$ cat config.mk
export PLATFORM = sky130hd
export DESIGN_NAME = breakout_top
export DESIGN_NICKNAME = d
export VERILOG_FILES = /design/src/common/breakout_pkg.sv /design/src/game/brick_wall.sv /design/src/game/game_fsm.sv /design/src/game/play_motion.sv /design/src/logic/breakout_top.sv /design/src/logic/frame_tick.sv /design/src/logic/rect_plotter.sv
export SDC_FILE = /design/constraint.sdc
export NUM_CORES = 1
export LEC_CHECK = 0
export BUFFER_PORTS_ARGS = -buffer_cell sky130_fd_sc_hd__buf_2
export CAP_MARGIN = 10
export CORE_UTILIZATION = 52
export CTS_CLUSTER_DIAMETER = 40
export DETAILED_ROUTE_END_ITERATION = 12
export PLACE_DENSITY = 0.81
export SLEW_MARGIN = 10
export SYNTH_ARGS = -nofsm -noshare
export SYNTH_HDL_FRONTEND = slang
export SYNTH_SLANG_ARGS = --single-unit
$ cat constraint.sdc
create_clock -name CLOCK_50 -period 4.9 [get_ports CLOCK_50]
set_input_delay 1.47 -clock CLOCK_50 [delete_from_list [all_inputs] [get_ports CLOCK_50]]
set_output_delay 1.47 -clock CLOCK_50 [all_outputs]
set_load 0.005 [all_outputs]
$ cat src/common/breakout_pkg.sv
// Shared types, colours and playfield geometry, imported by every RTL block of the game
package breakout_pkg;

	typedef logic [7:0] coord_t;
	typedef logic [2:0] colour_t;  // R, G, B
	typedef logic [3:0] brick_idx_t;

	typedef enum logic [1:0] {
		SHAPE_PADDLE,
		SHAPE_BALL,
		SHAPE_BRICK,
		SHAPE_SCREEN
	} shape_t;

	localparam colour_t COL_BLACK = 3'b000;
	localparam colour_t COL_WHITE = 3'b111;
	localparam colour_t COL_GREEN = 3'b010;
	localparam colour_t COL_RED   = 3'b100;

	localparam coord_t SCREEN_W = 8'd160;
	localparam coord_t SCREEN_H = 8'd120;

	localparam coord_t PADDLE_W     = 8'd16;
	localparam coord_t PADDLE_H     = 8'd2;
	localparam coord_t PADDLE_X0    = 8'd76;
	localparam coord_t PADDLE_Y     = 8'd110;  // Paddle never leaves this row
	localparam coord_t PADDLE_X_MAX = 8'd144;

	localparam coord_t BALL_X0 = 8'd80;
	localparam coord_t BALL_Y0 = 8'd108;

	localparam coord_t BRICK_W    = 8'd8;
	localparam coord_t BRICK_H    = 8'd2;
	localparam int     NUM_BRICKS = 10;

	localparam coord_t BRICK_X [0:4] = '{8'd15, 8'd45, 8'd75, 8'd105, 8'd135};
	localparam coord_t BRICK_Y [0:1] = '{8'd30, 8'd40};

	// Brick i sits in column i mod 5, row i div 5
	function automatic coord_t brick_x(input brick_idx_t idx);
		return (idx >= 4'd5) ? BRICK_X[3'(idx - 4'd5)] : BRICK_X[3'(idx)];
	endfunction

	function automatic coord_t brick_y(input brick_idx_t idx);
		return (idx >= 4'd5) ? BRICK_Y[1] : BRICK_Y[0];
	endfunction

endpackage

$ cat src/game/brick_wall.sv
// Alive flags of the ten bricks and the hit test of the selected brick against the ball
`timescale 1ns/1ps

module brick_wall (
	input  logic                                CLOCK_50,
	input  logic                                arst_n,
	input  logic                                brick_check,
	input  breakout_pkg::brick_idx_t            brick_sel,
	input  breakout_pkg::coord_t                ball_x,
	input  breakout_pkg::coord_t                ball_y,
	output logic                                brick_hit,
	output logic [breakout_pkg::NUM_BRICKS-1:0] brick_alive
);
	import breakout_pkg::*;

	coord_t bx;
	coord_t by;
	logic   in_box;

	assign bx = brick_x(brick_sel);
	assign by = brick_y(brick_sel);

	assign in_box = ball_x >= bx && ball_x <= bx + BRICK_W - 8'd1
		&& ball_y >= by && ball_y <= by + BRICK_H - 8'd1;

	assign brick_hit = brick_check && brick_alive[brick_sel] && in_box;

	always_ff @(posedge CLOCK_50 or negedge arst_n) begin
		if (!arst_n)
			brick_alive <= '1;
		else if (brick_hit)
			brick_alive[brick_sel] <= 1'b0;  // Gone for good
	end

	a_sel_range: assert property (@(posedge CLOCK_50) disable iff (!arst_n)
		brick_check |-> brick_sel < NUM_BRICKS);

endmodule

$ cat src/game/game_fsm.sv
// Game sequencer, runs the start-up drawing, each frame's erase, step and redraw, and the red fill
`timescale 1ns/1ps

module game_fsm (
	input  logic                                CLOCK_50,
	input  logic                                arst_n,
	input  logic                                tick,
	input  logic                                plot_done,
	input  logic                                ball_dead,
	input  breakout_pkg::coord_t                paddle_x,
	input  breakout_pkg::coord_t                ball_x,
	input  breakout_pkg::coord_t                ball_y,
	input  logic [breakout_pkg::NUM_BRICKS-1:0] brick_alive,
	output logic                                paddle_step,
	output logic                                ball_step,
	output logic                                brick_check,
	output breakout_pkg::brick_idx_t            brick_sel,
	output logic                                plot_start,
	output breakout_pkg::shape_t                plot_shape,
	output breakout_pkg::coord_t                plot_x,
	output breakout_pkg::coord_t                plot_y,
	output breakout_pkg::colour_t               plot_colour
);
	import breakout_pkg::*;

	typedef enum logic [3:0] {
		S_CLEAR, S_INIT_PADDLE, S_INIT_BALL, S_INIT_BRICK,
		S_IDLE, S_ERASE_PADDLE, S_STEP_PADDLE, S_DRAW_PADDLE,
		S_ERASE_BALL, S_STEP_BALL, S_TEST_BALL, S_DRAW_BALL,
		S_CHECK_BRICK, S_DRAW_BRICK, S_FILL_RED, S_DEAD
	} state_t;

	state_t state;
	logic   issued;  // Plot request out, waiting for done
	logic   drawing;
	logic   draw_done;
	logic   last_brick;

	assign drawing = state inside {S_CLEAR, S_INIT_PADDLE, S_INIT_BALL, S_INIT_BRICK,
		S_ERASE_PADDLE, S_DRAW_PADDLE, S_ERASE_BALL, S_DRAW_BALL, S_DRAW_BRICK, S_FILL_RED};
	assign draw_done  = issued && plot_done;
	assign last_brick = brick_sel == brick_idx_t'(NUM_BRICKS - 1);

	assign paddle_step = state == S_STEP_PADDLE;
	assign ball_step   = state == S_STEP_BALL;
	assign brick_check = state == S_CHECK_BRICK;

	always_ff @(posedge CLOCK_50 or negedge arst_n) begin
		if (!arst_n) begin
			state      <= S_CLEAR;
			issued     <= 1'b0;
			plot_start <= 1'b0;
			brick_sel  <= '0;
		end else begin
			plot_start <= 1'b0;
			if (drawing && !issued) begin
				plot_start <= 1'b1;
				issued     <= 1'b1;
			end
			if (draw_done)
				issued <= 1'b0;

			case (state)
				S_CLEAR:        if (draw_done) state <= S_INIT_PADDLE;
				S_INIT_PADDLE:  if (draw_done) state <= S_INIT_BALL;
				S_INIT_BALL:    if (draw_done) state <= S_INIT_BRICK;
				S_INIT_BRICK: begin
					if (draw_done) begin
						brick_sel <= last_brick ? '0 : brick_sel + 4'd1;
						if (last_brick)
							state <= S_IDLE;
					end
				end
				S_IDLE:         if (tick) state <= S_ERASE_PADDLE;  // Late ticks are dropped
				S_ERASE_PADDLE: if (draw_done) state <= S_STEP_PADDLE;
				S_STEP_PADDLE:  state <= S_DRAW_PADDLE;
				S_DRAW_PADDLE:  if (draw_done) state <= S_ERASE_BALL;
				S_ERASE_BALL:   if (draw_done) state <= S_STEP_BALL;
				S_STEP_BALL:    state <= S_TEST_BALL;
				S_TEST_BALL:    state <= ball_dead ? S_FILL_RED : S_DRAW_BALL;
				S_DRAW_BALL:    if (draw_done) state <= S_CHECK_BRICK;
				S_CHECK_BRICK:  state <= S_DRAW_BRICK;
				S_DRAW_BRICK: begin
					if (draw_done) begin
						brick_sel <= last_brick ? '0 : brick_sel + 4'd1;
						state     <= last_brick ? S_IDLE : S_CHECK_BRICK;
					end
				end
				S_FILL_RED:     if (draw_done) state <= S_DEAD;
				default:        state <= S_DEAD;  // Stays until reset
			endcase
		end
	end

	always_comb begin
		plot_shape  = SHAPE_SCREEN;
		plot_x      = 8'd0;
		plot_y      = 8'd0;
		plot_colour = COL_BLACK;
		case (state)
			S_INIT_PADDLE, S_ERASE_PADDLE, S_DRAW_PADDLE: begin
				plot_shape  = SHAPE_PADDLE;
				plot_x      = paddle_x;
				plot_y      = PADDLE_Y;
				plot_colour = (state == S_ERASE_PADDLE) ? COL_BLACK : COL_WHITE;
			end
			S_INIT_BALL, S_ERASE_BALL, S_DRAW_BALL: begin
				plot_shape  = SHAPE_BALL;
				plot_x      = ball_x;
				plot_y      = ball_y;
				plot_colour = (state == S_ERASE_BALL) ? COL_BLACK : COL_WHITE;
			end
			S_INIT_BRICK, S_DRAW_BRICK: begin
				plot_shape  = SHAPE_BRICK;
				plot_x      = brick_x(brick_sel);
				plot_y      = brick_y(brick_sel);
				plot_colour = brick_alive[brick_sel] ? COL_GREEN : COL_BLACK;
			end
			S_FILL_RED: plot_colour = COL_RED;
			default: ;
		endcase
	end

endmodule

$ cat src/game/play_motion.sv
// Paddle and ball state, one step of movement and bouncing per pulse from the game sequencer
`timescale 1ns/1ps

module play_motion (
	input  logic                 CLOCK_50,
	input  logic                 arst_n,
	input  logic                 btn_right_n,
	input  logic                 btn_left_n,
	input  logic                 paddle_step,
	input  logic                 ball_step,
	input  logic                 brick_hit,
	output breakout_pkg::coord_t paddle_x,
	output breakout_pkg::coord_t ball_x,
	output breakout_pkg::coord_t ball_y,
	output logic                 ball_dead
);
	import breakout_pkg::*;

	logic   x_right;
	logic   y_down;
	logic   flip_x;
	logic   flip_y;
	coord_t paddle_next;
	coord_t ball_nx;
	coord_t ball_ny;

	always_comb begin
		paddle_next = paddle_x;
		if (!btn_right_n && paddle_next < PADDLE_X_MAX)
			paddle_next = paddle_next + 8'd1;
		if (!btn_left_n && paddle_next > 8'd0)
			paddle_next = paddle_next - 8'd1;
	end

	assign ball_nx = x_right ? ball_x + 8'd1 : ball_x - 8'd1;
	assign ball_ny = y_down ? ball_y + 8'd1 : ball_y - 8'd1;

	assign flip_x = (ball_nx == 8'd0) || (ball_nx == SCREEN_W - 8'd1);
	assign flip_y = (ball_ny == 8'd0)
		|| (y_down && ball_ny == PADDLE_Y - 8'd1
			&& ball_nx >= paddle_x && ball_nx <= paddle_x + PADDLE_W - 8'd1);  // Paddle top

	assign ball_dead = ball_y >= SCREEN_H - 8'd1;

	always_ff @(posedge CLOCK_50 or negedge arst_n) begin
		if (!arst_n) begin
			paddle_x <= PADDLE_X0;
			ball_x   <= BALL_X0;
			ball_y   <= BALL_Y0;
			x_right  <= 1'b1;
			y_down   <= 1'b0;  // Launch upwards
		end else begin
			if (paddle_step)
				paddle_x <= paddle_next;
			if (ball_step) begin
				ball_x  <= ball_nx;
				ball_y  <= ball_ny;
				x_right <= x_right ^ flip_x;
				y_down  <= y_down ^ flip_y;
			end else if (brick_hit) begin
				y_down <= ~y_down;
			end
		end
	end

endmodule

$ cat src/logic/breakout_top.sv
// Playfield engine top level, wires the frame tick, sequencer, motion, bricks and pixel plotter
`timescale 1ns/1ps

module breakout_top #(
	parameter int FRAME_CYCLES = 833_333
) (
	input  logic                  CLOCK_50,
	input  logic                  arst_n,
	input  logic                  btn_right_n,
	input  logic                  btn_left_n,
	input  logic                  pixel_ready,
	output logic                  pixel_valid,
	output breakout_pkg::coord_t  pixel_x,
	output breakout_pkg::coord_t  pixel_y,
	output breakout_pkg::colour_t pixel_colour
);
	import breakout_pkg::*;

	logic                  tick;
	logic                  paddle_step;
	logic                  ball_step;
	logic                  ball_dead;
	logic                  brick_check;
	logic                  brick_hit;
	logic [NUM_BRICKS-1:0] brick_alive;
	brick_idx_t            brick_sel;
	coord_t                paddle_x;
	coord_t                ball_x;
	coord_t                ball_y;
	logic                  plot_start;
	logic                  plot_done;
	shape_t                plot_shape;
	coord_t                plot_x;
	coord_t                plot_y;
	colour_t               plot_colour;

	frame_tick #(
		.FRAME_CYCLES(FRAME_CYCLES)
	) tick_i (
		.CLOCK_50(CLOCK_50),
		.arst_n  (arst_n),
		.tick    (tick)
	);

	game_fsm fsm_i (
		.CLOCK_50   (CLOCK_50),
		.arst_n     (arst_n),
		.tick       (tick),
		.plot_done  (plot_done),
		.ball_dead  (ball_dead),
		.paddle_x   (paddle_x),
		.ball_x     (ball_x),
		.ball_y     (ball_y),
		.brick_alive(brick_alive),
		.paddle_step(paddle_step),
		.ball_step  (ball_step),
		.brick_check(brick_check),
		.brick_sel  (brick_sel),
		.plot_start (plot_start),
		.plot_shape (plot_shape),
		.plot_x     (plot_x),
		.plot_y     (plot_y),
		.plot_colour(plot_colour)
	);

	play_motion motion_i (
		.CLOCK_50   (CLOCK_50),
		.arst_n     (arst_n),
		.btn_right_n(btn_right_n),
		.btn_left_n (btn_left_n),
		.paddle_step(paddle_step),
		.ball_step  (ball_step),
		.brick_hit  (brick_hit),
		.paddle_x   (paddle_x),
		.ball_x     (ball_x),
		.ball_y     (ball_y),
		.ball_dead  (ball_dead)
	);

	brick_wall bricks_i (
		.CLOCK_50   (CLOCK_50),
		.arst_n     (arst_n),
		.brick_check(brick_check),
		.brick_sel  (brick_sel),
		.ball_x     (ball_x),
		.ball_y     (ball_y),
		.brick_hit  (brick_hit),
		.brick_alive(brick_alive)
	);

	rect_plotter plotter_i (
		.CLOCK_50    (CLOCK_50),
		.arst_n      (arst_n),
		.plot_start  (plot_start),
		.plot_shape  (plot_shape),
		.plot_x      (plot_x),
		.plot_y      (plot_y),
		.plot_colour (plot_colour),
		.plot_done   (plot_done),
		.pixel_ready (pixel_ready),
		.pixel_valid (pixel_valid),
		.pixel_x     (pixel_x),
		.pixel_y     (pixel_y),
		.pixel_colour(pixel_colour)
	);

endmodule

$ cat src/logic/frame_tick.sv
// Game pacing counter, pulses tick for one clock every FRAME_CYCLES clocks to start a frame
`timescale 1ns/1ps

module frame_tick #(
	parameter int FRAME_CYCLES = 833_333
) (
	input  logic CLOCK_50,
	input  logic arst_n,
	output logic tick
);

	localparam int CW = $clog2(FRAME_CYCLES);

	logic [CW-1:0] count;

	always_ff @(posedge CLOCK_50 or negedge arst_n) begin
		if (!arst_n) begin
			count <= CW'(FRAME_CYCLES - 1);
			tick  <= 1'b0;
		end else if (count == '0) begin
			count <= CW'(FRAME_CYCLES - 1);  // Reload
			tick  <= 1'b1;
		end else begin
			count <= count - CW'(1);
			tick  <= 1'b0;
		end
	end

	a_tick_single: assert property (@(posedge CLOCK_50) disable iff (!arst_n)
		tick |=> !tick);

endmodule

$ cat src/logic/rect_plotter.sv
// Rectangle walker, turns one plot request into a row-major valid/ready pixel stream
`timescale 1ns/1ps

module rect_plotter (
	input  logic                  CLOCK_50,
	input  logic                  arst_n,
	input  logic                  plot_start,
	input  breakout_pkg::shape_t  plot_shape,
	input  breakout_pkg::coord_t  plot_x,
	input  breakout_pkg::coord_t  plot_y,
	input  breakout_pkg::colour_t plot_colour,
	output logic                  plot_done,
	input  logic                  pixel_ready,
	output logic                  pixel_valid,
	output breakout_pkg::coord_t  pixel_x,
	output breakout_pkg::coord_t  pixel_y,
	output breakout_pkg::colour_t pixel_colour
);
	import breakout_pkg::*;

	coord_t  size_w;
	coord_t  size_h;
	coord_t  org_x;
	coord_t  org_y;
	coord_t  last_col;
	coord_t  last_row;
	coord_t  col;
	coord_t  row;
	colour_t colour;
	logic    xfer;

	always_comb begin
		case (plot_shape)
			SHAPE_PADDLE: begin
				size_w = PADDLE_W;
				size_h = PADDLE_H;
			end
			SHAPE_BALL: begin
				size_w = 8'd1;  // Single pixel
				size_h = 8'd1;
			end
			SHAPE_BRICK: begin
				size_w = BRICK_W;
				size_h = BRICK_H;
			end
			default: begin
				size_w = SCREEN_W;
				size_h = SCREEN_H;
			end
		endcase
	end

	always_ff @(posedge CLOCK_50) begin
		if (plot_start) begin
			org_x    <= (plot_shape == SHAPE_SCREEN) ? 8'd0 : plot_x;
			org_y    <= (plot_shape == SHAPE_SCREEN) ? 8'd0 : plot_y;
			last_col <= size_w - 8'd1;
			last_row <= size_h - 8'd1;
			colour   <= plot_colour;
		end
	end

	assign xfer = pixel_valid && pixel_ready;

	always_ff @(posedge CLOCK_50 or negedge arst_n) begin
		if (!arst_n) begin
			pixel_valid <= 1'b0;
			plot_done   <= 1'b0;
			col         <= '0;
			row         <= '0;
		end else begin
			plot_done <= 1'b0;
			if (plot_start) begin
				pixel_valid <= 1'b1;
				col         <= '0;
				row         <= '0;
			end else if (xfer) begin
				if (col != last_col) begin
					col <= col + 8'd1;
				end else begin
					col <= '0;
					if (row != last_row) begin
						row <= row + 8'd1;
					end else begin
						pixel_valid <= 1'b0;  // Last pixel gone
						plot_done   <= 1'b1;
					end
				end
			end
		end
	end

	assign pixel_x      = org_x + col;
	assign pixel_y      = org_y + row;
	assign pixel_colour = colour;

	a_stall_stable: assert property (@(posedge CLOCK_50) disable iff (!arst_n)
		pixel_valid && !pixel_ready |=> pixel_valid && $stable(pixel_x)
			&& $stable(pixel_y) && $stable(pixel_colour));

endmodule

[After elaboration in Yosys (flattened, before gate mapping)]
Memory sizes are Yosys's and may differ from the RTL's.
Index checks and enable logic that the tools add are counted.
Storage, ports and cells
  register bits after elaboration: 120
  bits in read-only memories: 128
  output and inout port bits: 20
  memories kept: 2
Operators by class
  add/sub/neg operators: 21
  magnitude comparators: 14
  equality and inequality tests: 36
  multiplexer cells: 61
  bitwise gates (word level): 7
  reductions and logical operators: 37
Memory list
  (name not given): words 8, width 8, read ports 1, clocked after Yosys merged registers in 0, wr ports 0, RTL line breakout_pkg.sv:41  | return (idx >= 4'd5) ? BRICK_X[3'(idx - 4'd5)] : BRICK_X[3'(idx)];
  (name not given): words 8, width 8, read ports 1, clocked after Yosys merged registers in 0, wr ports 0, RTL line breakout_pkg.sv:41
Operators with widths (count)
  $mux 8: 16
  $pmux 8 s3: 3
  $pmux 4 s15: 1
  $mux 4: 14
  $sub 8x1->8 const B: 7
  $add 8x1->8 const B: 5
  $eq 4x4->1 const B: 8
  $le 8x8->1: 3
  $ne 2x1->1 const B: 11
  $logic_not 20->1: 1
  $mux 20: 1
  $sub 20x1->20 const B: 1
  $add 8x8->8: 2
  $eq 4x3->1 const B: 4
  $ge 8x8->1: 2
  $logic_not 8->1: 2
  $mux 1: 16
  $ne 8x8->1: 2
  $logic_and 1x1->1: 14
  $pmux 7 s2: 1
  $pmux 3 s4: 1
  $reduce_and 12->1: 1
  $and 10x10->10: 1
  $not 10->10: 1
  40 further kinds: 58

[Longest topological paths before layout]
Gate-level depths: netlist of run 1.
  word-level depth: 15
  mapped depth: 17
  depth with buffers taken out: 15

[By module]
Synthesis of run 1 repeated with hierarchy kept, for this count alone.
Unflattened totals
  cell total of the unflattened synthesis: 909
  area, all modules: 8592.0 µm²
Modules (own cells, without submodules)
  play_motion: times used 1, cells an instance 298, area each 2731.4 µm²
  rect_plotter: times used 1, cells an instance 247, area each 2543.7 µm²
  game_fsm: times used 1, cells an instance 149, area each 1203.7 µm²
  brick_wall: times used 1, cells an instance 113, area each 1059.8 µm²
  frame_tick: times used 1, cells an instance 102, area each 1053.5 µm²

[Worst setup path after synthesis of run 1]
OpenSTA, ideal clock, no wires.
  path kind: reg-to-reg
  start: register motion_i.x_right
  end: register motion_i.y_down
  library setup time: 0.088 ns
  arrival: 3.554 ns
  required time: 4.812 ns
  slack: 1.258 ns
  cell stages (with the launch flop): 16
  buffers on the path: 0
  period minus slack after synthesis: 3.642 ns
  path through: dfstp_2 > inv_1 > ha_1 > a211oi_1 > o21bai_1 > a2111oi_0 > or3_1 > xnor2_1 > ha_1 > and4_1 > nand2_1 > a21oi_1 > a2111oi_0 > a31oi_1 > or4_1 > o211ai_1
On the way
  longest elaborated chain between the ends: 7
  elaborated cells on any way between the ends: 8
Ends and longest elaborated chain
  start: declaration: RTL line play_motion.sv:19  | logic x_right;
  start signal: assignment: RTL line play_motion.sv:58  | x_right <= x_right ^ flip_x;
  $mux 8 (*): RTL line play_motion.sv:35  | assign ball_nx = x_right ? ball_x + 8'd1 : ball_x - 8'd1;
  net motion_i.ball_nx[7]: RTL line play_motion.sv:24  | coord_t ball_nx;
  $ge 8x8->1: RTL line play_motion.sv:41  | && ball_nx >= paddle_x && ball_nx <= paddle_x + PADDLE_W - 8'd1);
  $logic_and 1x1->1: RTL line play_motion.sv:41
  $logic_and 1x1->1 (*): RTL line play_motion.sv:41
  $logic_or 1x1->1 (*): RTL line play_motion.sv:40  | || (y_down && ball_ny == PADDLE_Y - 8'd1
  $xor 1x1->1 (*): RTL line play_motion.sv:59  | y_down <= y_down ^ flip_y;
  $mux 1 (*): RTL line play_motion.sv:55  | if (ball_step) begin
  end signal: assignment: RTL line play_motion.sv:59
  end signal: assignment: RTL line play_motion.sv:61  | y_down <= ~y_down;
  end: declaration: RTL line play_motion.sv:20  | logic y_down;
The timed path passes the listed nets; every way through them passes the cells marked *.
A chain may end at the register's enable or synchronous reset.

[Worst setup path in the final report of run 1]
Same ends and word-level chain as after synthesis.

==> results of run 1 <==
power breakdown:
part / leakage, nW / internal [mW] / switching, mW
sequential: 1.20 / 0.948 / 0.0461
clock: 0.134 / 0.350 / 0.345
combinational: 2.17 / 0.139 / 0.150
total: 3.50 / 1.44 / 0.541
layout make-up:
class,instances,area [sq um],share of cell area
Multi-Input combinational cell,636,4590,0.548
Sequential cell,109,2890,0.344
Inverter,63,236,0.0282
Tap cell,184,230,0.0275
Clock buffer,10,229,0.0273
Timing Repair Buffer,29,160,0.0191
Clock inverter,6,48.8,0.00582
flip-flops by register name, indices dropped and copies added, names as in the netlist, 2 cells and up:
register / flops
plotter_i.org_x: 8
motion_i.paddle_x: 8
plotter_i.pixel_colour: 3
plotter_i.org_y: 8
plotter_i.last_row: 3
bricks_i.brick_alive: 10
fsm_i.brick_sel: 4
plotter_i.col: 8
plotter_i.last_col: 2
plotter_i.row: 8
tick_i.count: 20
fsm_i.state: 4
motion_i.ball_y: 8
motion_i.ball_x: 8
layout by cell type (no fill, tap or decap), types with 8 or more instances in the layout:
| master | n |
|---|---|
| o21ai_0 | 43 |
| mux2_2 | 8 |
| nor4_1 | 8 |
| a21oi_1 | 40 |
| dfstp_2 | 31 |
| buf_2 | 23 |
| and2_1 | 8 |
| a31oi_1 | 15 |
| nor2b_1 | 12 |
| inv_1 | 60 |
| xor2_1 | 20 |
| and3_1 | 8 |
| dfrtp_1 | 54 |
| a21o_1 | 11 |
| clkbuf_16 | 9 |
| edfxtp_1 | 24 |
| ha_1 | 74 |
| nand4_1 | 11 |
| o21a_1 | 11 |
| nor3_1 | 17 |
| nor2_1 | 64 |
| nand2_1 | 71 |
| xnor2_1 | 55 |
| nand3_1 | 27 |
synth_stat cells, types with 4 or more instances:
cell       instances
nor4_1             8
and4_1             4
nand2b_1           5
a2111oi_0          4
o21bai_1           7
o31ai_1            5
buf_2              6
a222oi_1           6
o21a_1            11
nor3b_1            4
nand3_1           27
a21oi_1           40
xor2_1            20
nand4_1           11
and3_1             8
or3_1              6
a21o_1            11
o211ai_1           6
mux2_2             8
o31a_1             4
o21ai_0           43
dfstp_2           31
nor3_1            17
fa_1               4
a211oi_1           6
nand2_1           71
and2_1             8
nor2_1            64
edfxtp_1          24
nor2b_1           12
ha_1              74
inv_1             60
xnor2_1           55
mux2i_1            7
dfrtp_1           54
a31oi_1           15
o21ai_1            5
clkbuf_1          15
or4_1              4
worst max-delay path by stage:
stage	startpoint	to	slack [ns]	depth (start not counted)
floorplan	motion_i.x_right	motion_i.y_down	1.26	15
global placement	motion_i.x_right	motion_i.y_down	1.0	15
detailed placement	motion_i.x_right	motion_i.y_down	0.95	15
CTS	motion_i.x_right	motion_i.y_down	0.90	15
global route	motion_i.x_right	motion_i.y_down	0.60	15
finish	motion_i.x_right	motion_i.y_down	0.89	15
metal layers:
| layer | track usage | share of wire |
|---|---|---|
| met5 | 0 | 0 |
| met4 | 0.117 | 0.025 |
| met3 | 0.0279 | 0.051 |
| met2 | 0.363 | 0.47 |
| met1 | 0.302 | 0.46 |
metrics by stage:
| step | area (sq um) | setup WS [ns] | total power [mW] |
|---|---|---|---|
| finish | 8380 | 0.890 | 1.98 |
| global route | 8380 | 0.597 | 2.07 |
| CTS | 8380 | 0.901 | 1.99 |
| detailed placement | 8100 | 0.948 | 1.29 |
| global placement | 8100 | 0.996 | 1.28 |
| floorplan | 7830 | 1.26 | 1.18 |
kinds of logic (layout without fill, tap and decap cells):
family	Yosys count	after routing
simple gates	265	265
compound gates	197	197
flops	109	109
buf+inv	88	108
fa+ha+maj	78	78
xor+xnor	76	76
mux	18	18
other cells	1	2
==> results.md, run 1 <==
- Status: finished clean
- Final worst path period share: 0.818
- Largest net degree at the start of global routing: 65
- Hold_ws: between 0.4 and 0.5 ns
- Worst-path clk slew: ~0.07 ns
- Cell count after synthesis: ~830
- Min-Delay Startpoint: bricks_i.brick_alive[9]
- FF-to-FF path depth: 15
- Crit path time final: 4.01 ns
- Main combinational cell family by area after synthesis: compound AO/OA/AOI/OAI gates
- CP Class: register to register
- Via Count: about 6200
- Unrepaired setup endpoints after global routing: no
- Post-synth EDFFs: 24
- CTS tree: built
- H-Tree Depth: 3
- Reg-to-reg slack, setup: between 0.8 and 0.9 ns
- Post-synthesis compound-gate area fraction: 0.173
- Crit. End Element: register
- Initial core utilization: 0.536
- Mux contribution to synthesized area: 0.0262
- Setup violators final: 0
- Clock Tree Root: clkbuf_16
- I/O pin count: 25
- Hold EP: bricks_i.brick_alive[9]
- Class of the worst hold path: register to register
- PwrDens: roughly 240 mW/mm^2
- Worst r2r src: motion_i.x_right
- Register area share after synthesis: 0.369
- Layout cells sized above 1: 0.115
- DIE AREA: between 0.015 and 0.02 sq mm
- Vias in the first global route: 6027
- Worst Skew: ~0.015 ns
- Slew @ Worst Pin: 0.777 ns
- Worst skew pair latency: 0.36 ns
- GRT Total Usage: 0.227
- Prevailing post-synth register cell: dfrtp_1
- Resized cells post-CTS: 0
- Mapped Area: 0.00782 sq mm
- Clock Path Buffers: 2
- Worst stage delay on the critical path: between 0.5 and 0.6 ns
- Cells after DPL: 1021
- Postcts setup bufs: 0
- Fmax: about 0.25 GHz
- Delay-heaviest family, CP: simple AND/OR/NAND/NOR gates
- Final Max Tran Viols: 0
- Yosys top cell area share: 0.173
- Row count: 44
- Simple-Gate Fraction of Synth Area: 0.171
- Core Util, Final: 0.575
- CP Launch Type: register
- Fin cells: between 1000 and 1500
- Global-route wire length before repair: 28600 um
- Synth cell types: just under 80
- WL final: between 15000 and 20000 um
- Die X: 125 um
- Post-Syn Area per Cell: about 9.4 sq um
- DR DRC count: 0
- Average routed wire per standard cell: 16.0 um
- Half-perimeter wire length after placement: 12400 um
- Post-synthesis xor/xnor area fraction: 0.0861
- Initial antenna violation count: 0
- Layout area overhead: 7.17%
- Slowest CP cell: dfstp_2
- NumNets Final: roughly 930
- DIE HEIGHT: roughly 120 um
- Req. time, crit path: a little over 5 ns
- Hold depth: 1
- Maxcap violations: 0
- Final Hold Viols: 0
- FF+latch count, synth: 109
- Filler cells: 1239
- Crit Path Max Fanout: 7
- CP Buf/Inv Count: 1
- Core area: ~0.015 sq mm
- CTS Sinks: between 100 and 150
- VDD IR max: approximately 0.17 mV
- Cts-stage hold buffer count: 0
- FFs w/ async S/R, synth: 0.780
- Worst path cell trace: inv_1, ha_1, o21ai_0, o21bai_1, a2111oi_0, or3_1, xnor2_1, ha_1, and4_1, nand2_1, a21oi_1, a2111oi_0, a31oi_1, or4_1, o211ai_1
- Adder-Cell Fraction of Synth Area: 0.129
- DRT iter0 DRCs: 500
- Yosys top cell by area: dfrtp_1
- Worst flop-to-flop path endpoint: motion_i.y_down
- Gpl congestion: between 0.9 and 1
- TNS Setup: 0 ns
- Ant diodes: 0
- Slew HR: 0.469
- LEAKAGE: roughly 3.5 nW
- Synth area leaders: dfrtp_1, ha_1, dfstp_2
- Crit path DAT: roughly 4.3 ns
- Pre-antenna DRT Iters: 5
- Via density: 6.00
- Grt ovf: 0
- Synth warn: 0
- I/O Buffers: 24
- TritonCTS buffer count: 9
- Post-DRT Antenna Nets: 0
Note: power is estimated with default switching activity, not from simulation.
==> run 2: changes to the inputs <==
--- a/config.mk
+++ b/config.mk
@@ -10,7 +10,7 @@
 export CORE_UTILIZATION = 52
 export CTS_CLUSTER_DIAMETER = 40
 export DETAILED_ROUTE_END_ITERATION = 12
-export PLACE_DENSITY = 0.81
+export PLACE_DENSITY = 0.83
 export SLEW_MARGIN = 10
 export SYNTH_ARGS = -nofsm -noshare
 export SYNTH_HDL_FRONTEND = slang
==> constraint.sdc (replaced) <==
create_clock -name CLOCK_50 -period 3.4 [get_ports CLOCK_50]
set_input_delay 1.02 -clock CLOCK_50 [delete_from_list [all_inputs] [get_ports CLOCK_50]]
set_output_delay 1.02 -clock CLOCK_50 [all_outputs]
set_load 0.005 [all_outputs]
==> run 2 against run 1 <==
Effect of this change: the run now ends with setup timing left; flip-flop and latch count is the same; total power grew 52%; sequential power grew 44%; final area grew 5.4%; first-iteration DRC count grew 12%; largest cell class unchanged.
==> results.md, run 2 (synthesis results as in run 1) <==
- Post-DRT Antenna Nets: 0 (unchanged)
- Via density: 5.95 (was 6.00)
- Footprint of the multi-input gates: 0.00469 sq mm (was 0.00459 sq mm)
- Register area: 0.00289 sq mm (about the same)
- Gpl congestion: 0.914 (was 0.912)
- Clock Tree Root: clkbuf_16 (unchanged)
- Maxcap violations: 0 (unchanged)
- WL final: 17400 um (was 16600 um)
- Initial core utilization: 0.536 (unchanged)
- Status: complete, but fails checks (was finished clean)
- Half-perimeter wire length after placement: 12600 um (was 12400 um)
- Vias in the first global route: 6208 (was 6027)
- Setup violators final: 1 (was 0)
- Crit path DAT: 3.92 ns (was 4.29 ns)
- DIE HEIGHT: 125 um (unchanged)
- Slowest CP cell: dfstp_2 (unchanged)
- Worst stage delay on the critical path: 0.56 ns (about the same)
- I/O pin count: 25 (unchanged)
- Unrepaired setup endpoints after global routing: yes (was no)
- Placed cell area: 0.00842 sq mm (was 0.00810 sq mm)
- Req. time, crit path: 3.67 ns (was 5.17 ns)
- CTS tree: built (unchanged)
- Slew @ Worst Pin: 0.563 ns (was 0.777 ns)
- Slew HR: 0.615 (was 0.469)
- Met2 Wirelength: 8500 um (was 7750 um)
- PwrDens: 340 mW/mm^2 (was 236 mW/mm^2)
- Top flop regs: tick_i.count x20, bricks_i.brick_alive x10 (unchanged)
- CP Class: register to register (unchanged)
- Failing checks: setup timing
- Row count: 44 (unchanged)
- Via Count: 6402 (was 6222)
- Worst-path clk slew: 0.08 ns (was 0.07 ns)
- DIE AREA: 0.0155 sq mm (unchanged)
- Pre-antenna DRT Iters: 8 (was 5)
- Crit path time final: 3.64 ns (was 4.01 ns)
- Ant diodes: 0 (unchanged)
- Most flops, register: tick_i.count (unchanged)
- Filler cells: 1184 (was 1239)
- Grt ovf: 0 (unchanged)
- Fmax: 0.274 GHz (was 0.249 GHz)
- DRT iter0 DRCs: 560 (was 500)
- Global-route wire length before repair: 29300 um (was 28600 um)
- Largest net degree at the start of global routing: 44 (was 65)
- VDD IR max: 0.244 mV (was 0.174 mV)
- Average routed wire per standard cell: 16.2 um (was 16.0 um)
- Worst path cell trace: inv_4, ha_4, a211oi_2, o21bai_1, a2111oi_2, or3_1, xnor2_2, ha_1, and4_1, nand4_1, a2111oi_4, a31oi_1, or4_1, o211ai_1 (was inv_1, ha_1, o21ai_0, o21bai_1, a2111oi_0, or3_1, xnor2_1, ha_1, and4_1, nand2_1, a21oi_1, a2111oi_0, a31oi_1, or4_1, o211ai_1)
- Final worst path period share: 1.07 (was 0.818)
- DRT met1 WL: 7730 um (was 7560 um)
- CP Launch Type: register (unchanged)
- Crit. End Element: register (unchanged)
- I/O Buffers: 24 (unchanged)
- Cts-stage hold buffer count: 0 (unchanged)
- Worst skew pair latency: 0.37 ns (was 0.36 ns)
- Met3 wire len: 765 um (was 849 um)
- Worst Skew: 0.0119 ns (was 0.0154 ns)
- Final Hold Viols: 0 (unchanged)
- Core area: 0.0146 sq mm (unchanged)
- CTS Sinks: 109 (unchanged)
- Commonest cells after routing, fill and taps aside: nand2_1, ha_1, nor2_1, inv_1, xnor2_1 (was ha_1, nand2_1, nor2_1, inv_1, xnor2_1)
- GRT Total Usage: 0.232 (was 0.227)
- TritonCTS buffer count: 9 (unchanged)
- Core Util, Final: 0.606 (was 0.575)
- Initial antenna violation count: 0 (unchanged)
- NumNets Final: 970 (was 931)
- LEAKAGE: 3.73 nW (was 3.50 nW)
- Top Metal Used: met4 (unchanged)
- Layout cells sized above 1: 0.176 (was 0.115)
- Crit Path Max Fanout: 4 (was 7)
- H-Tree Depth: 3 (unchanged)
- Class of the worst hold path: register to register (unchanged)
- Post-route cell area: 0.00884 sq mm (was 0.00838 sq mm)
- Die X: 125 um (unchanged)
- Crit path setup slack, layout: -0.243 ns (was 0.890 ns)
- TNS Setup: -0.243 ns (was 0 ns)
- Clock Path Buffers: 2 (unchanged)
- DR DRC count: 0 (unchanged)
- Layout area overhead: 13.0% (was 7.17%)
- Largest register FFs: 20 (unchanged)
- Final Max Tran Viols: 0 (unchanged)
==> run 2: power breakdown <==
group	leakage (nW)	switching (mW)	internal, mW
clock	0.158	0.537	0.585
combinational	2.37	0.229	0.225
sequential	1.20	0.0669	1.37
total	3.73	0.832	2.18
==> run 2: per-stage QoR <==
stage | std cells | setup WS, ns | hold WS (ns) | power [mW]
2_1_floorplan | 833 | -0.0134 | 0.421 | 1.71
3_3_place_gp | 1054 | -0.143 | 0.431 | 1.85
3_5_place_dp | 1054 | -0.211 | 0.434 | 1.86
4_1_cts | 1070 | -0.198 | 0.446 | 2.99
5_1_grt | 1076 | -0.434 | 0.459 | 3.14
6_report | 1076 | -0.243 | 0.443 | 3.01
==> run 2: worst paths after layout <==
kind / start / to / slack, ns / cells after the start
max reg2reg: motion_i.x_right / motion_i.y_down / -0.24 / 14
max in group asynchronous: arst_n / motion_i.ball_y[3] / 2.05 / 2
min in group asynchronous: arst_n / tick_i.count[7] / 0.64 / 1
max: motion_i.x_right / motion_i.y_down / -0.24 / 14
min: bricks_i.brick_alive[3] / bricks_i.brick_alive[3] / 0.44 / 2
min reg2reg: bricks_i.brick_alive[3] / bricks_i.brick_alive[3] / 0.44 / 2
==> run 2: critical path, delay by kind of cell (launching register included) <==
kind            cells  cell delay [ns]
compound gates      6             0.94
fa+ha+maj           2             0.61
simple gates        4             1.22
xor+xnor            1             0.17
flops               1             0.56
buf+inv             1             0.06
==> run 2: what timing repair did <==
| item | CTS | global route |
|---|---|---|
| pin swaps | 0 | 4 |
| gates resized for setup | 4 | 16 |
| buffers inserted | 0 | 6 |
| endpoints found under the setup margin | 2 | 13 |
==> run 2: final cells by class <==
type | instances | share of cell area
sequential | 109 | 0.327
inverter | 63 | 0.0270
timing repair buffer | 68 | 0.0527
clock buffer | 11 | 0.0299
tap | 184 | 0.0260
clock inverter | 5 | 0.00637
multi-input combinational | 636 | 0.531
==> run 2: metal layers <==
metal | vias up | track usage
met5 | - | 0
met4 | 0 | 0.0836
met3 | 31 | 0.0537
met2 | 169 | 0.382
met1 | 3088 | 0.297
li1 | 3114 | -
==> run 3: changes to the inputs <==
--- a/config.mk
+++ b/config.mk
@@ -7,10 +7,10 @@
 export LEC_CHECK = 0
 export BUFFER_PORTS_ARGS = -buffer_cell sky130_fd_sc_hd__buf_2
 export CAP_MARGIN = 10
-export CORE_UTILIZATION = 52
+export CORE_UTILIZATION = 57
 export CTS_CLUSTER_DIAMETER = 40
 export DETAILED_ROUTE_END_ITERATION = 12
-export PLACE_DENSITY = 0.83
+export PLACE_DENSITY = 0.89
 export SLEW_MARGIN = 10
 export SYNTH_ARGS = -nofsm -noshare
 export SYNTH_HDL_FRONTEND = slang
==> run 3 against run 2 <==
Effect of this change: the run still ends with setup timing left; setup slack improved by 0.070 ns; cell count is 0.74% lower; clock-buffer cell count unchanged; combinational power decreased by 4%; die area down 8.6%; global-route usage increased by 2.1 points; final area down 0.34%; non-clock buffer count unchanged; critical endpoint unchanged.
==> results.md, run 3 (synthesis results as in run 1) <==
- Setup violators final: 1 (unchanged)
- Core Util, Final: 0.663 (was 0.606)
- Worst skew pair latency: 0.37 ns (about the same)
- Commonest cells after routing, fill and taps aside: nand2_1, ha_1, nor2_1, inv_1, xnor2_1 (unchanged)
- Final Hold Viols: 0 (unchanged)
- Worst path cell trace: inv_4, ha_4, o21ai_0, o21bai_2, a2111oi_2, or3_1, xnor2_2, ha_1, and4_1, nand4_1, a2111oi_4, a31oi_1, or4_1, o211ai_1 (was inv_4, ha_4, a211oi_2, o21bai_1, a2111oi_2, or3_1, xnor2_2, ha_1, and4_1, nand4_1, a2111oi_4, a31oi_1, or4_1, o211ai_1)
- Crit path time final: 3.57 ns (was 3.64 ns)
- Most flops, register: tick_i.count (unchanged)
- VDD IR max: 0.231 mV (was 0.244 mV)
- GRT Total Usage: 0.253 (was 0.232)
- Ant diodes: 0 (unchanged)
- Layout area overhead: 12.6% (was 13.0%)
- Die X: 119 um (was 125 um)
- DR DRC count: 0 (unchanged)
- CP Launch Type: register (unchanged)
- Pre-antenna DRT Iters: 6 (was 8)
- Slowest CP cell: dfstp_2 (unchanged)
- Overall power: 2.94 mW (was 3.01 mW)
- Core area: 0.0133 sq mm (was 0.0146 sq mm)
- Worst stage delay on the critical path: 0.56 ns (about the same)
- Fmax: 0.280 GHz (was 0.274 GHz)
- Maxcap violations: 0 (unchanged)
- Crit path DAT: 3.86 ns (was 3.92 ns)
- Req. time, crit path: 3.68 ns (was 3.67 ns)
- Initial antenna violation count: 0 (unchanged)
- CTS tree: built (unchanged)
- Gpl congestion: 0.932 (was 0.914)
- Grt ovf: 0 (unchanged)
- Clock Path Buffers: 2 (unchanged)
- Row count: 42 (was 44)
- Top flop regs: tick_i.count x20, bricks_i.brick_alive x10 (unchanged)
- Global-route wire length before repair: 28800 um (was 29300 um)
- DRT iter0 DRCs: 576 (was 560)
- Largest register FFs: 20 (unchanged)
- Half-perimeter wire length after placement: 13200 um (was 12600 um)
- Via density: 5.92 (was 5.95)
- H-Tree Depth: 3 (unchanged)
- Initial core utilization: 0.588 (was 0.536)
- DIE AREA: 0.0142 sq mm (was 0.0155 sq mm)
- Worst-path clk slew: 0.08 ns (about the same)
- Status: complete, but fails checks (unchanged)
- CP Class: register to register (unchanged)
- Crit Path Max Fanout: 4 (unchanged)
- Failing checks: setup timing (unchanged)
- Average routed wire per standard cell: 16.5 um (was 16.2 um)
- CTS Sinks: 109 (unchanged)
- I/O pin count: 25 (unchanged)
- Largest net degree at the start of global routing: 46 (was 44)
- Crit path setup slack, layout: -0.174 ns (was -0.243 ns)
- Class of the worst hold path: register to register (unchanged)
- Vias in the first global route: 6195 (was 6208)
- PwrDens: 334 mW/mm^2 (was 340 mW/mm^2)
- Slew @ Worst Pin: 0.767 ns (was 0.563 ns)
- Slew HR: 0.475 (was 0.615)
- Commonest non-fill, non-tap cell in the layout: nand2_1
- Final worst path period share: 1.05 (was 1.07)
- Cts-stage hold buffer count: 0 (unchanged)
- Worst Skew: 0.0154 ns (was 0.0119 ns)
- I/O Buffers: 24 (unchanged)
- Layout cells sized above 1: 0.177 (was 0.176)
- Post-DRT Antenna Nets: 0 (unchanged)
- TritonCTS buffer count: 9 (unchanged)
- DIE HEIGHT: 119 um (was 125 um)
- LEAKAGE: 3.72 nW (was 3.73 nW)
- NumNets Final: 970 (unchanged)
- Crit. End Element: register (unchanged)
- Unrepaired setup endpoints after global routing: yes (unchanged)
- WL final: 17600 um (was 17400 um)
- Via Count: 6319 (was 6402)
- Final Max Tran Viols: 0 (unchanged)
- Clock Tree Root: clkbuf_16 (unchanged)
-- run 3: cell types whose count changed in the layout (fill, tap and decap cells not counted), sizes merged --
cell    change
inv         +1
clkinv      -1
-- run 3: metal layers --
layer  up-vias  track usage  routed length, um
li1       3107            -                  -
met1      3004        0.313               7630
met2       182        0.444               8820
met3        26       0.0436                849
met4         0       0.0839                300
met5         -            0                  0
-- run 3: cell type report --
class	instances	area (sq um)
fill	1019	4490
timing repair buffer	68	453
tap	176	220
sequential	109	2890
clock buffer	11	253
inverter	63	239
multi-input combinational	636	4710
clock inverter	5	46.3
-- run 3: final timing paths --
check / start / slack, ns / cells after the start / end
max: motion_i.x_right / -0.17 / 14 / motion_i.y_down
min: bricks_i.brick_alive[7] / 0.44 / 2 / bricks_i.brick_alive[7]
max reg2reg: motion_i.x_right / -0.17 / 14 / motion_i.y_down
min reg2reg: bricks_i.brick_alive[7] / 0.44 / 2 / bricks_i.brick_alive[7]
max in group asynchronous: arst_n / 1.99 / 2 / motion_i.ball_y[6]
min in group asynchronous: arst_n / 0.66 / 1 / tick_i.count[11]
-- run 3: metrics by stage --
stage / TNS (ns) / cells / hold slack [ns] / setup WS, ns / instance area (sq um)
3_3_place_gp: -0.170 / 1045 / 0.430 / -0.170 / 8390
3_5_place_dp: -0.235 / 1045 / 0.429 / -0.235 / 8390
2_1_floorplan: -0.0134 / 833 / 0.421 / -0.0134 / 7880
5_1_grt: -0.416 / 1068 / 0.455 / -0.405 / 8810
4_1_cts: -0.144 / 1062 / 0.441 / -0.144 / 8710
6_report: -0.174 / 1068 / 0.442 / -0.174 / 8810
-- run 3: worst max-delay path, delay by kind of cell (launching register included) --
family                   cells  cell delay, ns
AO/OA/AOI/OAI                6            0.90
XOR/XNOR                     1            0.17
adder cells (fa/ha/maj)      2            0.61
buffers and inverters        1            0.06
flip-flops                   1            0.56
AND/OR/NAND/NOR              4            1.19
-- run 3: timing repair --
action / 4_1_cts / 5_1_grt
pin swaps: 1 / 4
resized for setup: 5 / 14
cloned: 0 / 0
setup endpoints to repair: 3 / 14
setup buffers: 1 / 6
-- run 3: report_power, final --
| group | internal, mW | switching, mW | leakage [nW] | total [mW] |
|---|---|---|---|---|
| clock network | 0.554 | 0.517 | 0.149 | 1.07 |
| registers | 1.37 | 0.0636 | 1.19 | 1.43 |
| logic | 0.211 | 0.226 | 2.37 | 0.437 |
